## config.mk

```make
export PLATFORM = sky130hd
export DESIGN_NAME = corr_block
export DESIGN_NICKNAME = d
export VERILOG_FILES = /design/src/logic/corr_pkg.sv /design/src/logic/corr_accumulator.sv /design/src/logic/corr_block.sv /design/src/logic/vis_bank_ram.sv /design/src/logic/vis_readback.sv
export VERILOG_INCLUDE_DIRS = /design/src /design/src/logic
export SDC_FILE = /design/constraint.sdc
export NUM_CORES = 1
export LEC_CHECK = 0
export ABC_AREA = 1
export BUFFER_PORTS_ARGS = -buffer_cell sky130_fd_sc_hd__clkbuf_2
export CAP_MARGIN = 20
export CORE_ASPECT_RATIO = 2
export CORE_MARGIN = 2
export CORE_UTILIZATION = 55
export CTS_BUF_LIST = sky130_fd_sc_hd__clkbuf_4
export DETAILED_ROUTE_END_ITERATION = 8
export MAX_ROUTING_LAYER = met4
export PLACE_DENSITY = 0.79
export SLEW_MARGIN = 20
export SYNTH_ARGS = -nofsm -noshare
export SYNTH_HDL_FRONTEND = slang
export SYNTH_SLANG_ARGS = --single-unit
export TNS_END_PERCENT = 30
```

## constraint.sdc

```tcl
create_clock -name sram_ck_i -period 5.8 [get_ports sram_ck_i]
set_clock_uncertainty 0.15 [all_clocks]
set_input_delay 1.16 -clock sram_ck_i [delete_from_list [all_inputs] [get_ports sram_ck_i]]
set_output_delay 1.16 -clock sram_ck_i [all_outputs]
set_load 0.005 [all_outputs]
```

## src/logic/corr_config.svh

```systemverilog
`ifndef CORR_CONFIG_SVH
`define CORR_CONFIG_SVH

// ----------------------------------------------------------
// Array geometry
// ----------------------------------------------------------
`define CORR_NANT  8   // Antennas feeding the block
`define CORR_NLANE 4   // Correlated pairs, one lane each
`define CORR_ACCUM 16  // Accumulator width, wraps on overflow

// ----------------------------------------------------------
// Antenna pair table, lane n correlates A(n) with B(n)
// ----------------------------------------------------------
`define CORR_PAIR_A0 0
`define CORR_PAIR_B0 1
`define CORR_PAIR_A1 2
`define CORR_PAIR_B1 3
`define CORR_PAIR_A2 1
`define CORR_PAIR_B2 5
`define CORR_PAIR_A3 4
`define CORR_PAIR_B3 7

`endif

```

## src/logic/corr_pkg.sv

```systemverilog
`include "corr_config.svh"

package corr_pkg;

   // One-bit complex samples for every antenna
   // Bit set means -1, clear means +1
   typedef struct packed {
      logic [`CORR_NANT-1:0] re;  // Real sign bits
      logic [`CORR_NANT-1:0] im;  // Imaginary sign bits
   } corr_sample_t;

   // One complex visibility
   typedef struct packed {
      logic signed [`CORR_ACCUM-1:0] re;
      logic signed [`CORR_ACCUM-1:0] im;
   } vis_entry_t;

   // Whole frame, lane 0 in the low bits
   typedef vis_entry_t [`CORR_NLANE-1:0] vis_frame_t;

   // Component select, LSB of the bus address
   typedef enum logic {
      VIS_RE = 1'b0,
      VIS_IM = 1'b1
   } vis_part_e;

   // Low bus address bits: lane above part
   typedef struct packed {
      logic [1:0] lane;
      vis_part_e  part;
   } vis_addr_t;

   // Accumulator mode
   typedef enum logic {
      ACC_CLEAR = 1'b0,  // Next accepted sample starts from zero
      ACC_RUN   = 1'b1
   } acc_state_e;

endpackage

```

## src/logic/corr_accumulator.sv

```systemverilog
`timescale 1ns/1ps
`include "corr_config.svh"

module corr_accumulator (
   input  logic                   sram_ck_i,
   input  logic                   reset_i,
   input  logic                   en_i,       // Sample valid
   input  logic                   sw_i,       // Bank switch, ends the frame
   input  corr_pkg::corr_sample_t sample_i,
   output logic                   vis_wr_o,   // Frame ready, one cycle
   output corr_pkg::vis_frame_t   frame_o
);

   // ----------------------------------------------------------
   // Pair table
   // ----------------------------------------------------------
   localparam int unsigned pair_a [`CORR_NLANE] =
      '{`CORR_PAIR_A0, `CORR_PAIR_A1, `CORR_PAIR_A2, `CORR_PAIR_A3};
   localparam int unsigned pair_b [`CORR_NLANE] =
      '{`CORR_PAIR_B0, `CORR_PAIR_B1, `CORR_PAIR_B2, `CORR_PAIR_B3};

   corr_pkg::acc_state_e  state_q;
   corr_pkg::vis_frame_t  acc_q;      // Running sums
   corr_pkg::vis_frame_t  base;       // Old sum or zero after a switch
   corr_pkg::vis_frame_t  sum_d;      // Sum including this cycle
   logic signed [2:0]     prod_re [`CORR_NLANE];
   logic signed [2:0]     prod_im [`CORR_NLANE];

   // Sign bit to +1/-1
   function automatic logic signed [2:0] sign_of(input logic neg);
      return neg ? -3'sd1 : 3'sd1;
   endfunction

   // ----------------------------------------------------------
   // Complex sign products, one per lane
   // ----------------------------------------------------------
   always_comb begin
      for (int l = 0; l < `CORR_NLANE; l++) begin
         logic ar, ai, br, bi;
         ar = sample_i.re[pair_a[l]];
         ai = sample_i.im[pair_a[l]];
         br = sample_i.re[pair_b[l]];
         bi = sample_i.im[pair_b[l]];
         // ar*br + ai*bi
         prod_re[l] = sign_of(ar ^ br) + sign_of(ai ^ bi);
         // ai*br - ar*bi
         prod_im[l] = sign_of(ai ^ br) - sign_of(ar ^ bi);
      end
   end

   // Clear state feeds a zero instead of the stale sum
   assign base = (state_q == corr_pkg::ACC_CLEAR) ? '0 : acc_q;

   always_comb begin
      for (int l = 0; l < `CORR_NLANE; l++) begin
         sum_d[l].re = $signed(base[l].re) + (en_i ? prod_re[l] : 3'sd0);
         sum_d[l].im = $signed(base[l].im) + (en_i ? prod_im[l] : 3'sd0);
      end
   end

   // ----------------------------------------------------------
   // Sums and frame capture
   // ----------------------------------------------------------
   always_ff @(posedge sram_ck_i) begin
      for (int l = 0; l < `CORR_NLANE; l++) begin
         if (en_i) begin
            acc_q[l] <= sum_d[l];  // Wraps modulo width
         end
      end
      if (sw_i) begin
         frame_o <= sum_d;         // Includes this cycle's sample
      end
   end

   // Control
   always_ff @(posedge sram_ck_i) begin
      if (reset_i) begin
         state_q  <= corr_pkg::ACC_CLEAR;
         vis_wr_o <= 1'b0;
      end else begin
         vis_wr_o <= sw_i;                    // Frame stable in t+1
         if (sw_i) begin
            state_q <= corr_pkg::ACC_CLEAR;   // Restart after switch
         end else if (en_i) begin
            state_q <= corr_pkg::ACC_RUN;
         end
      end
   end

   // ----------------------------------------------------------
   // Checks
   // ----------------------------------------------------------
   // Caller may not switch twice in a row, the buffer needs a gap
   sw_spacing_a : assert property (
      @(posedge sram_ck_i) disable iff (reset_i) sw_i |=> !sw_i
   ) else $error("sw_i high in consecutive cycles");

endmodule

```

## src/logic/corr_block.sv

```systemverilog
`timescale 1ns/1ps
`include "corr_config.svh"

module corr_block (
   input  logic                          sram_ck_i,
   input  logic                          reset_i,
   input  logic                          en_i,       // Sample valid
   input  logic                          sw_i,       // Bank switch
   input  logic                          sram_ce_i,  // Read enable
   input  corr_pkg::corr_sample_t        sample_i,
   input  corr_pkg::vis_addr_t           sram_ad_i,
   output logic signed [`CORR_ACCUM-1:0] sram_do_o   // Two cycles after ce
);

   // ----------------------------------------------------------
   // Interconnect
   // ----------------------------------------------------------
   logic                 vis_wr;    // Producer to buffer
   corr_pkg::vis_frame_t frame;
   logic                 rd_en;     // Consumer to buffer
   logic [1:0]           rd_lane;
   corr_pkg::vis_entry_t rd_entry;  // Buffer to consumer

   // Producer
   corr_accumulator corr_accumulator_i (
      .sram_ck_i (sram_ck_i),
      .reset_i   (reset_i),
      .en_i      (en_i),
      .sw_i      (sw_i),
      .sample_i  (sample_i),
      .vis_wr_o  (vis_wr),
      .frame_o   (frame)
   );

   // Buffer
   vis_bank_ram vis_bank_ram_i (
      .sram_ck_i  (sram_ck_i),
      .reset_i    (reset_i),
      .wr_i       (vis_wr),
      .frame_i    (frame),
      .rd_en_i    (rd_en),
      .rd_lane_i  (rd_lane),
      .rd_entry_o (rd_entry)
   );

   // Consumer
   vis_readback vis_readback_i (
      .sram_ck_i  (sram_ck_i),
      .reset_i    (reset_i),
      .sram_ce_i  (sram_ce_i),
      .sram_ad_i  (sram_ad_i),
      .rd_en_o    (rd_en),
      .rd_lane_o  (rd_lane),
      .rd_entry_i (rd_entry),
      .sram_do_o  (sram_do_o)
   );

endmodule

```

## src/logic/vis_bank_ram.sv

```systemverilog
`timescale 1ns/1ps

module vis_bank_ram (
   input  logic                 sram_ck_i,
   input  logic                 reset_i,
   input  logic                 wr_i,        // Store frame, swap banks
   input  corr_pkg::vis_frame_t frame_i,
   input  logic                 rd_en_i,
   input  logic [1:0]           rd_lane_i,
   output corr_pkg::vis_entry_t rd_entry_o   // Registered read data
);

   corr_pkg::vis_frame_t bank_q [2];  // Two complete frames
   logic                 active_q;    // Bank being filled
   logic                 rd_bank;

   // Bus side only ever sees the finished bank
   assign rd_bank = ~active_q;

   // ----------------------------------------------------------
   // Write side
   // ----------------------------------------------------------
   always_ff @(posedge sram_ck_i) begin
      if (reset_i) begin
         bank_q[0] <= '0;      // Both banks read zero out of reset
         bank_q[1] <= '0;
         active_q  <= 1'b0;
      end else if (wr_i) begin
         bank_q[active_q] <= frame_i;
         active_q         <= ~active_q;  // Frame visible next cycle
      end
   end

   // ----------------------------------------------------------
   // Read side
   // ----------------------------------------------------------
   always_ff @(posedge sram_ck_i) begin
      if (rd_en_i) begin
         rd_entry_o <= bank_q[rd_bank][rd_lane_i];
      end
   end

   // Write strobe from the accumulator must be clean
   wr_known_a : assert property (
      @(posedge sram_ck_i) disable iff (reset_i) !$isunknown(wr_i)
   ) else $error("vis_bank_ram: unknown write strobe");

   // Frame data must be fully defined when stored
   frame_known_a : assert property (
      @(posedge sram_ck_i) disable iff (reset_i) wr_i |-> !$isunknown(frame_i)
   ) else $error("vis_bank_ram: unknown frame data on write");

endmodule

```

## src/logic/vis_readback.sv

```systemverilog
`timescale 1ns/1ps
`include "corr_config.svh"

module vis_readback (
   input  logic                          sram_ck_i,
   input  logic                          reset_i,
   input  logic                          sram_ce_i,
   input  corr_pkg::vis_addr_t           sram_ad_i,
   output logic                          rd_en_o,     // To buffer
   output logic [1:0]                    rd_lane_o,
   input  corr_pkg::vis_entry_t          rd_entry_i,  // From buffer one cycle later
   output logic signed [`CORR_ACCUM-1:0] sram_do_o
);

   corr_pkg::vis_part_e part_q;  // Part select, aligned with rd_entry_i
   logic                vld_q;   // Read in flight in stage 2

   // ----------------------------------------------------------
   // Stage 1 passes the lane straight to the buffer
   // ----------------------------------------------------------
   assign rd_en_o   = sram_ce_i;
   assign rd_lane_o = sram_ad_i.lane;

   always_ff @(posedge sram_ck_i) begin
      if (reset_i) begin
         vld_q <= 1'b0;
      end else begin
         vld_q <= sram_ce_i;
      end
   end

   always_ff @(posedge sram_ck_i) begin
      part_q <= sram_ad_i.part;  // Payload
   end

   // ----------------------------------------------------------
   // Stage 2 muxes the component into the output register
   // ----------------------------------------------------------
   always_ff @(posedge sram_ck_i) begin
      if (reset_i) begin
         sram_do_o <= '0;
      end else if (vld_q) begin
         sram_do_o <= (part_q == corr_pkg::VIS_IM) ? rd_entry_i.im : rd_entry_i.re;
      end                        // Otherwise hold last word
   end

   // Bus address must be defined on every read
   addr_known_a : assert property (
      @(posedge sram_ck_i) disable iff (reset_i)
         sram_ce_i |-> !$isunknown(sram_ad_i)
   ) else $error("vis_readback: unknown address on read");

endmodule

```

==> After elaboration in Yosys (flattened, before gate mapping) <==
Memory sizes are Yosys's and may differ from the RTL's.
Cells that the tools add are included.
{ "classes": {"addsub": 16, "muxes": 36, "n_reduce_logical": 2, "n_lt_le_gt_ge": 1, "bitwise_logic": 17} }
{ "op_table": {"columns": ["cell", "count"], "rows": [
  ["$mux W128", 2],
  ["$mux W16", 9],
  ["$add A16 B16 Y16", 8],
  ["$reduce_or A128 Y1", 1],
  ["$bmux W32 S2", 1],
  ["$mux W3", 16],
  ["$mux W32", 1],
  ["$xor A1 B1 Y1", 16],
  ["$add A3 B3 Y3", 4],
  ["$sub A3 B3 Y3", 4],
  ["$mux W1", 7],
  ["$lt A2 B3 Y1 const B", 1],
  ["$reduce_or A2 Y1", 1],
  ["$not A1 Y1", 1]
]} }
{ "totals": {"word_cells": 97, "n_memories": 1, "output_inout_bits": 16, "ramBits": 256, "regBits": 309} }
{ "mem_list": {"columns": ["memory", "depth", "word_bits", "rd", "rd_clocked_by_memory_dff", "wr", "line_no", "source"], "rows": [
  ["vis_bank_ram_i.bank_q", 2, 128, 1, 0, 2, "vis_bank_ram.sv:13", "corr_pkg::vis_frame_t bank_q [2];"]
]} }

==> Depth between registers and ports, before layout <==
{ "depth": {"depth_word": 5, "ltp_mapped": 19} }

==> By module <==
From an unflattened synthesis, not the netlist that was laid out.
{ "unflattened": {"hier_cells": 3756, "hier_area_um2": 31067.3} }
{ "by_module_without_submodules": {"columns": ["module", "seq_area_each_um2", "n_inst", "cells_each", "area_each_um2"], "rows": [
  ["corr_accumulator", 7727.4, 1, 2053, 16449.5],
  ["vis_bank_ram", 8668.3, 1, 1559, 13674.4],
  ["vis_readback", 360.3, 1, 144, 943.4]
]} }

==> Least setup slack after synthesis <==
OpenSTA, ideal clock, no wires.
{ "synth_timing": {"path_kind": "input port to flip-flop", "start": "input port reset_i", "end": "memory vis_bank_ram_i.bank_q[0][0] (netlist name) (enable)", "t_required_ns": 4.542, "path_slack_ns": 0.513, "arrival_ns": 4.029, "path_buffers": 2, "stages": 5, "path_cell_list": "inv_1 nand3_1 clkbuf_1 clkbuf_1 nand2_1"} }
{ "synth_lines": {"columns": ["element", "line_no", "source"], "rows": [
  ["start: declaration", "corr_block.sv:6", "input logic reset_i,"],
  ["end: declaration", "vis_bank_ram.sv:13", null]
]} }

==> summary.md <==
| Metric | Value |
|---|---|
| Initial detailed-routing violation count | approximately 1.9k |
| Critical path cell sequence | clkbuf_2 > xor2_1 > ha_1 > nand2_1 > inv_1 > ha_1 > inv_1 > o21bai_1 > nand2_1 > nand2_1 > nand2_1 > nand2_1 > a21oi_1 > nand2_1 > nand2_1 > nand2_1 |
| Largest area contributor in the netlist | sky130_fd_sc_hd__edfxtp_1 |
| Number of antenna violations at the first check in global routing | 1 |
| Flop and latch count out of synthesis | 565 |
| Cells after Synth | around 3.3k |
| Clock tree root driver cell | sky130_fd_sc_hd__clkbuf_4 |
| Worst hold path type | in2reg |
| CP delay by family, top | simple AND/OR/NAND/NOR gates |
| Portion of synthesized cell area occupied by the leading cell type | 0.553 |
| Post-route DRC | 0 |
| Placed Area | 30400 um2 |
| Total via count after detailed routing | between 20k and 25k |
| Hold-fix buffer count after cts | 0 |
| Number of clock sinks | ~570 |
| Cell area after synthesis | 29500 um2 |
| Type of element capturing the critical path | flip-flop |
| Crit path required time | between 6000 and 7000 ps |
| Register clock-pin slew on the reported worst setup and hold paths | approximately 70 ps |
| First-pass GRT wire length | roughly 110000 um |
| Most frequently used cell type in the post-synthesis netlist | sky130_fd_sc_hd__nand2_1 |
| Summed negative setup slack over all endpoints | 0 ps |
| Delay of the slowest cell on the worst path | 480 ps |
| Height of the chip | roughly 330 um |
| Number of buffers between clock root and the deepest sink | 3 |
| Average instance area after synthesis | roughly 9 um2 |
| Final setup vio count | 0 |
| Detail Route Antenna Nets | 0 |
| DR WL/cell | about 17 um |
| Total congestion overflow | 0 |
| Post-detail-place hpwl | 48000 um |
| Most used cell along the critical path | sky130_fd_sc_hd__nand2_1 |
| Area added between synthesis and finish | 8.34% |
| RSZ-0062 raised after global routing | no |
| Total nets after synthesis | 3400 |
| Routed via count divided by cell count | around 5.4 |
| Core Box Area | about 53000 um2 |
| Max-slew violation count | 0 |
| Ports | 40 |
| Sequential fraction of the synthesis area | 0.567 |
| Slew @ Worst Pin | ~1100 ps |
| Main area contributors after synthesis | sky130_fd_sc_hd__edfxtp_1 55%, sky130_fd_sc_hd__nand2_1 9.5%, sky130_fd_sc_hd__nor2_1 7.9% |
| Clk Latency, worst-skew pair | approximately 890 ps |
| CTS H-Tree Depth | 3 |
| Data arrival time of the worst path | approximately 4000 ps |
| Num CTS Buffers | ~120 |
| Final GP Congestion | 0.946 |
| Global-route total usage across every layer | 0.264 |
| Commonest cells in the netlist | 747 x sky130_fd_sc_hd__nand2_1, 622 x sky130_fd_sc_hd__nor2_1, 544 x sky130_fd_sc_hd__edfxtp_1 |
| Post-detailed-routing wire length | 70900 um |
| Smallest hold slack | ~220 ps |
| Largest net degree at the start of global routing | 98 |
| Ys async rst share | 0 |
| Final min period | around 3600 ps |
| Cells resized by post-CTS repair | 0 |
| Count of buffering cells on the critical path with inverters included | 3 |
| Number of global-route vias before repair | between 20k and 25k |
| Worst vdd ir | 0.000141 V |
| Max-cap check violation count | 0 |
| Clock tree from TritonCTS | built |
| Postcts setup bufs | 0 |
| Synth warn | 0 |
| Number of distinct library cells after synthesis | 38 |
| Power per standard cell area | between 200 and 300 nW/um2 |
| Post-route clock period utilization | 0.620 |
| Maximum net fanout on the critical path | 14 |
| Post-synth EDFFs | approximately 540 |
| Port Buffer Count | 37 |
| Standby leakage power | roughly 15 nW |
| Starting Density | 0.554 |
| Worst setup SP type | primary input |
| Outcome | completed |
| Slowest cell on crit path | sky130_fd_sc_hd__nand2_1 |
| Final instance area | 32000 um2 |
| Highest achievable clock rate | ~280 MHz |
| Number of nets in the finished design | ~3.5k |
| Worst setup path class | in2reg |
| Fraction of layout cells with a size suffix above 1 | 0.101 |
| Number of iterations in the first detailed-routing pass | 8 |
| Site row count | 120 |
| Slew HR | 0.267 |
| Floorplan die area | between 50000 and 60000 um2 |
| Endpoints failing hold | 0 |
| Chip width | about 170 um |
| Main synth FF type | sky130_fd_sc_hd__edfxtp_1 |
[stage by stage]
stage / power, mW / instances / worst slack, ps / utilization
floorplan: 5.58 / 3290 / 513 / -
global placement: 5.92 / 3915 / 1460 / 0.570
detailed placement: 5.95 / 3915 / 1380 / 0.570
CTS: 9.08 / 4134 / 2310 / 0.600
global route: 9.39 / 4135 / 2010 / 0.600
finish: 9.03 / 4135 / 2200 / 0.600
[metal layers]
layer / GRT usage / vias to the layer above / share of wire
met5: - / - / 0
met4: 0.154 / 0 / 0.058
met3: 0.0267 / 215 / 0.058
met2: 0.474 / 837 / 0.54
met1: 0.280 / 10438 / 0.35
li1: - / 10900 / -
[path summary, 6_finish.rpt]
kind | slack [ps] | cells past startpoint | from | endpoint
max | 2200 | 16 | sample_i[1] | corr_accumulator_i.acc_q[79]
min | 220 | 1 | sram_ad_i[0] | vis_readback_i.part_q
max reg2reg | 2610 | 7 | vis_bank_ram_i.active_q | vis_bank_ram_i.rd_entry_o[2]
min reg2reg | 330 | 2 | vis_readback_i.vld_q | vis_readback_i.sram_do_o[12]
[cells in the final DEF, fill, tap and decap left out, types with 9 or more instances in the layout]
| master | Yosys | layout |
|---|---|---|
| sky130_fd_sc_hd__a21o_1 | 14 | 14 |
| sky130_fd_sc_hd__a21oi_1 | 57 | 57 |
| sky130_fd_sc_hd__a31oi_1 | 32 | 32 |
| sky130_fd_sc_hd__buf_4 | 5 | 20 |
| sky130_fd_sc_hd__clkbuf_2 | 0 | 35 |
| sky130_fd_sc_hd__clkbuf_4 | 0 | 170 |
| sky130_fd_sc_hd__clkinv_1 | 2 | 27 |
| sky130_fd_sc_hd__clkinv_2 | 0 | 15 |
| sky130_fd_sc_hd__dfxtp_1 | 21 | 19 |
| sky130_fd_sc_hd__edfxtp_1 | 544 | 544 |
| sky130_fd_sc_hd__ha_1 | 86 | 86 |
| sky130_fd_sc_hd__inv_1 | 485 | 484 |
| sky130_fd_sc_hd__inv_2 | 10 | 10 |
| sky130_fd_sc_hd__nand2_1 | 747 | 745 |
| sky130_fd_sc_hd__nand2_2 | 18 | 18 |
| sky130_fd_sc_hd__nand3_1 | 130 | 128 |
| sky130_fd_sc_hd__nand3b_1 | 9 | 9 |
| sky130_fd_sc_hd__nand4_1 | 34 | 34 |
| sky130_fd_sc_hd__nor2_1 | 622 | 622 |
| sky130_fd_sc_hd__nor2_2 | 32 | 32 |
| sky130_fd_sc_hd__nor3_1 | 21 | 21 |
| sky130_fd_sc_hd__o211ai_1 | 16 | 16 |
| sky130_fd_sc_hd__o21ai_0 | 130 | 130 |
| sky130_fd_sc_hd__o21bai_1 | 24 | 24 |
| sky130_fd_sc_hd__o22ai_1 | 32 | 32 |
| sky130_fd_sc_hd__xnor2_1 | 17 | 17 |
| sky130_fd_sc_hd__xor2_1 | 59 | 59 |
[power breakdown]
group	leakage [nW]	total, mW	switching, mW	internal [mW]
sequential	5.78	4.92	0.115	4.80
combinational	8.58	0.943	0.687	0.256
clock	0.972	3.17	1.58	1.59
[worst reg2reg max path, delay by kind of cell (launching register included)]
| kind | cells | cell delay (ps) |
|---|---|---|
| AOI/OAI and AO/OA | 3 | 910 |
| buffers and inverters | 3 | 1270 |
| DFF | 1 | 550 |
| and+or+nand+nor | 1 | 130 |
[state kept, by name, indices dropped and copies added, names as in the netlist, 16 cells and up]
signal / cells
corr_accumulator_i.acc_q: 128
vis_bank_ram_i.rd_entry_o: 32
vis_readback_i.sram_do_o: 16
corr_accumulator_i.frame_o: 128
vis_bank_ram_i.bank_q: 256
[area by class of cell]
cell class                      count  area [um2]
Antenna cell                        1        2.50
Clock buffer                      170        1280
Clock inverter                     49         364
Fill cell                        4370       21300
Inverter                          497        1870
Multi-Input combinational cell   2120       10500
Sequential cell                   565       16800
Tap cell                          671         840
Timing Repair Buffer               62         439
[logic make-up (layout without fill, tap and decap cells)]
kind of cell    Yosys count  after routing  synth area share
simple gates           1621           1621             0.222
buf+inv                 605            778            0.0804
flops                   565            565             0.567
compound gates          326            326            0.0651
xor+xnor                 87             87            0.0286
fa+ha+maj                86             86            0.0364
other cells               0              1                 0
Power figures use the tool's default switching activity.
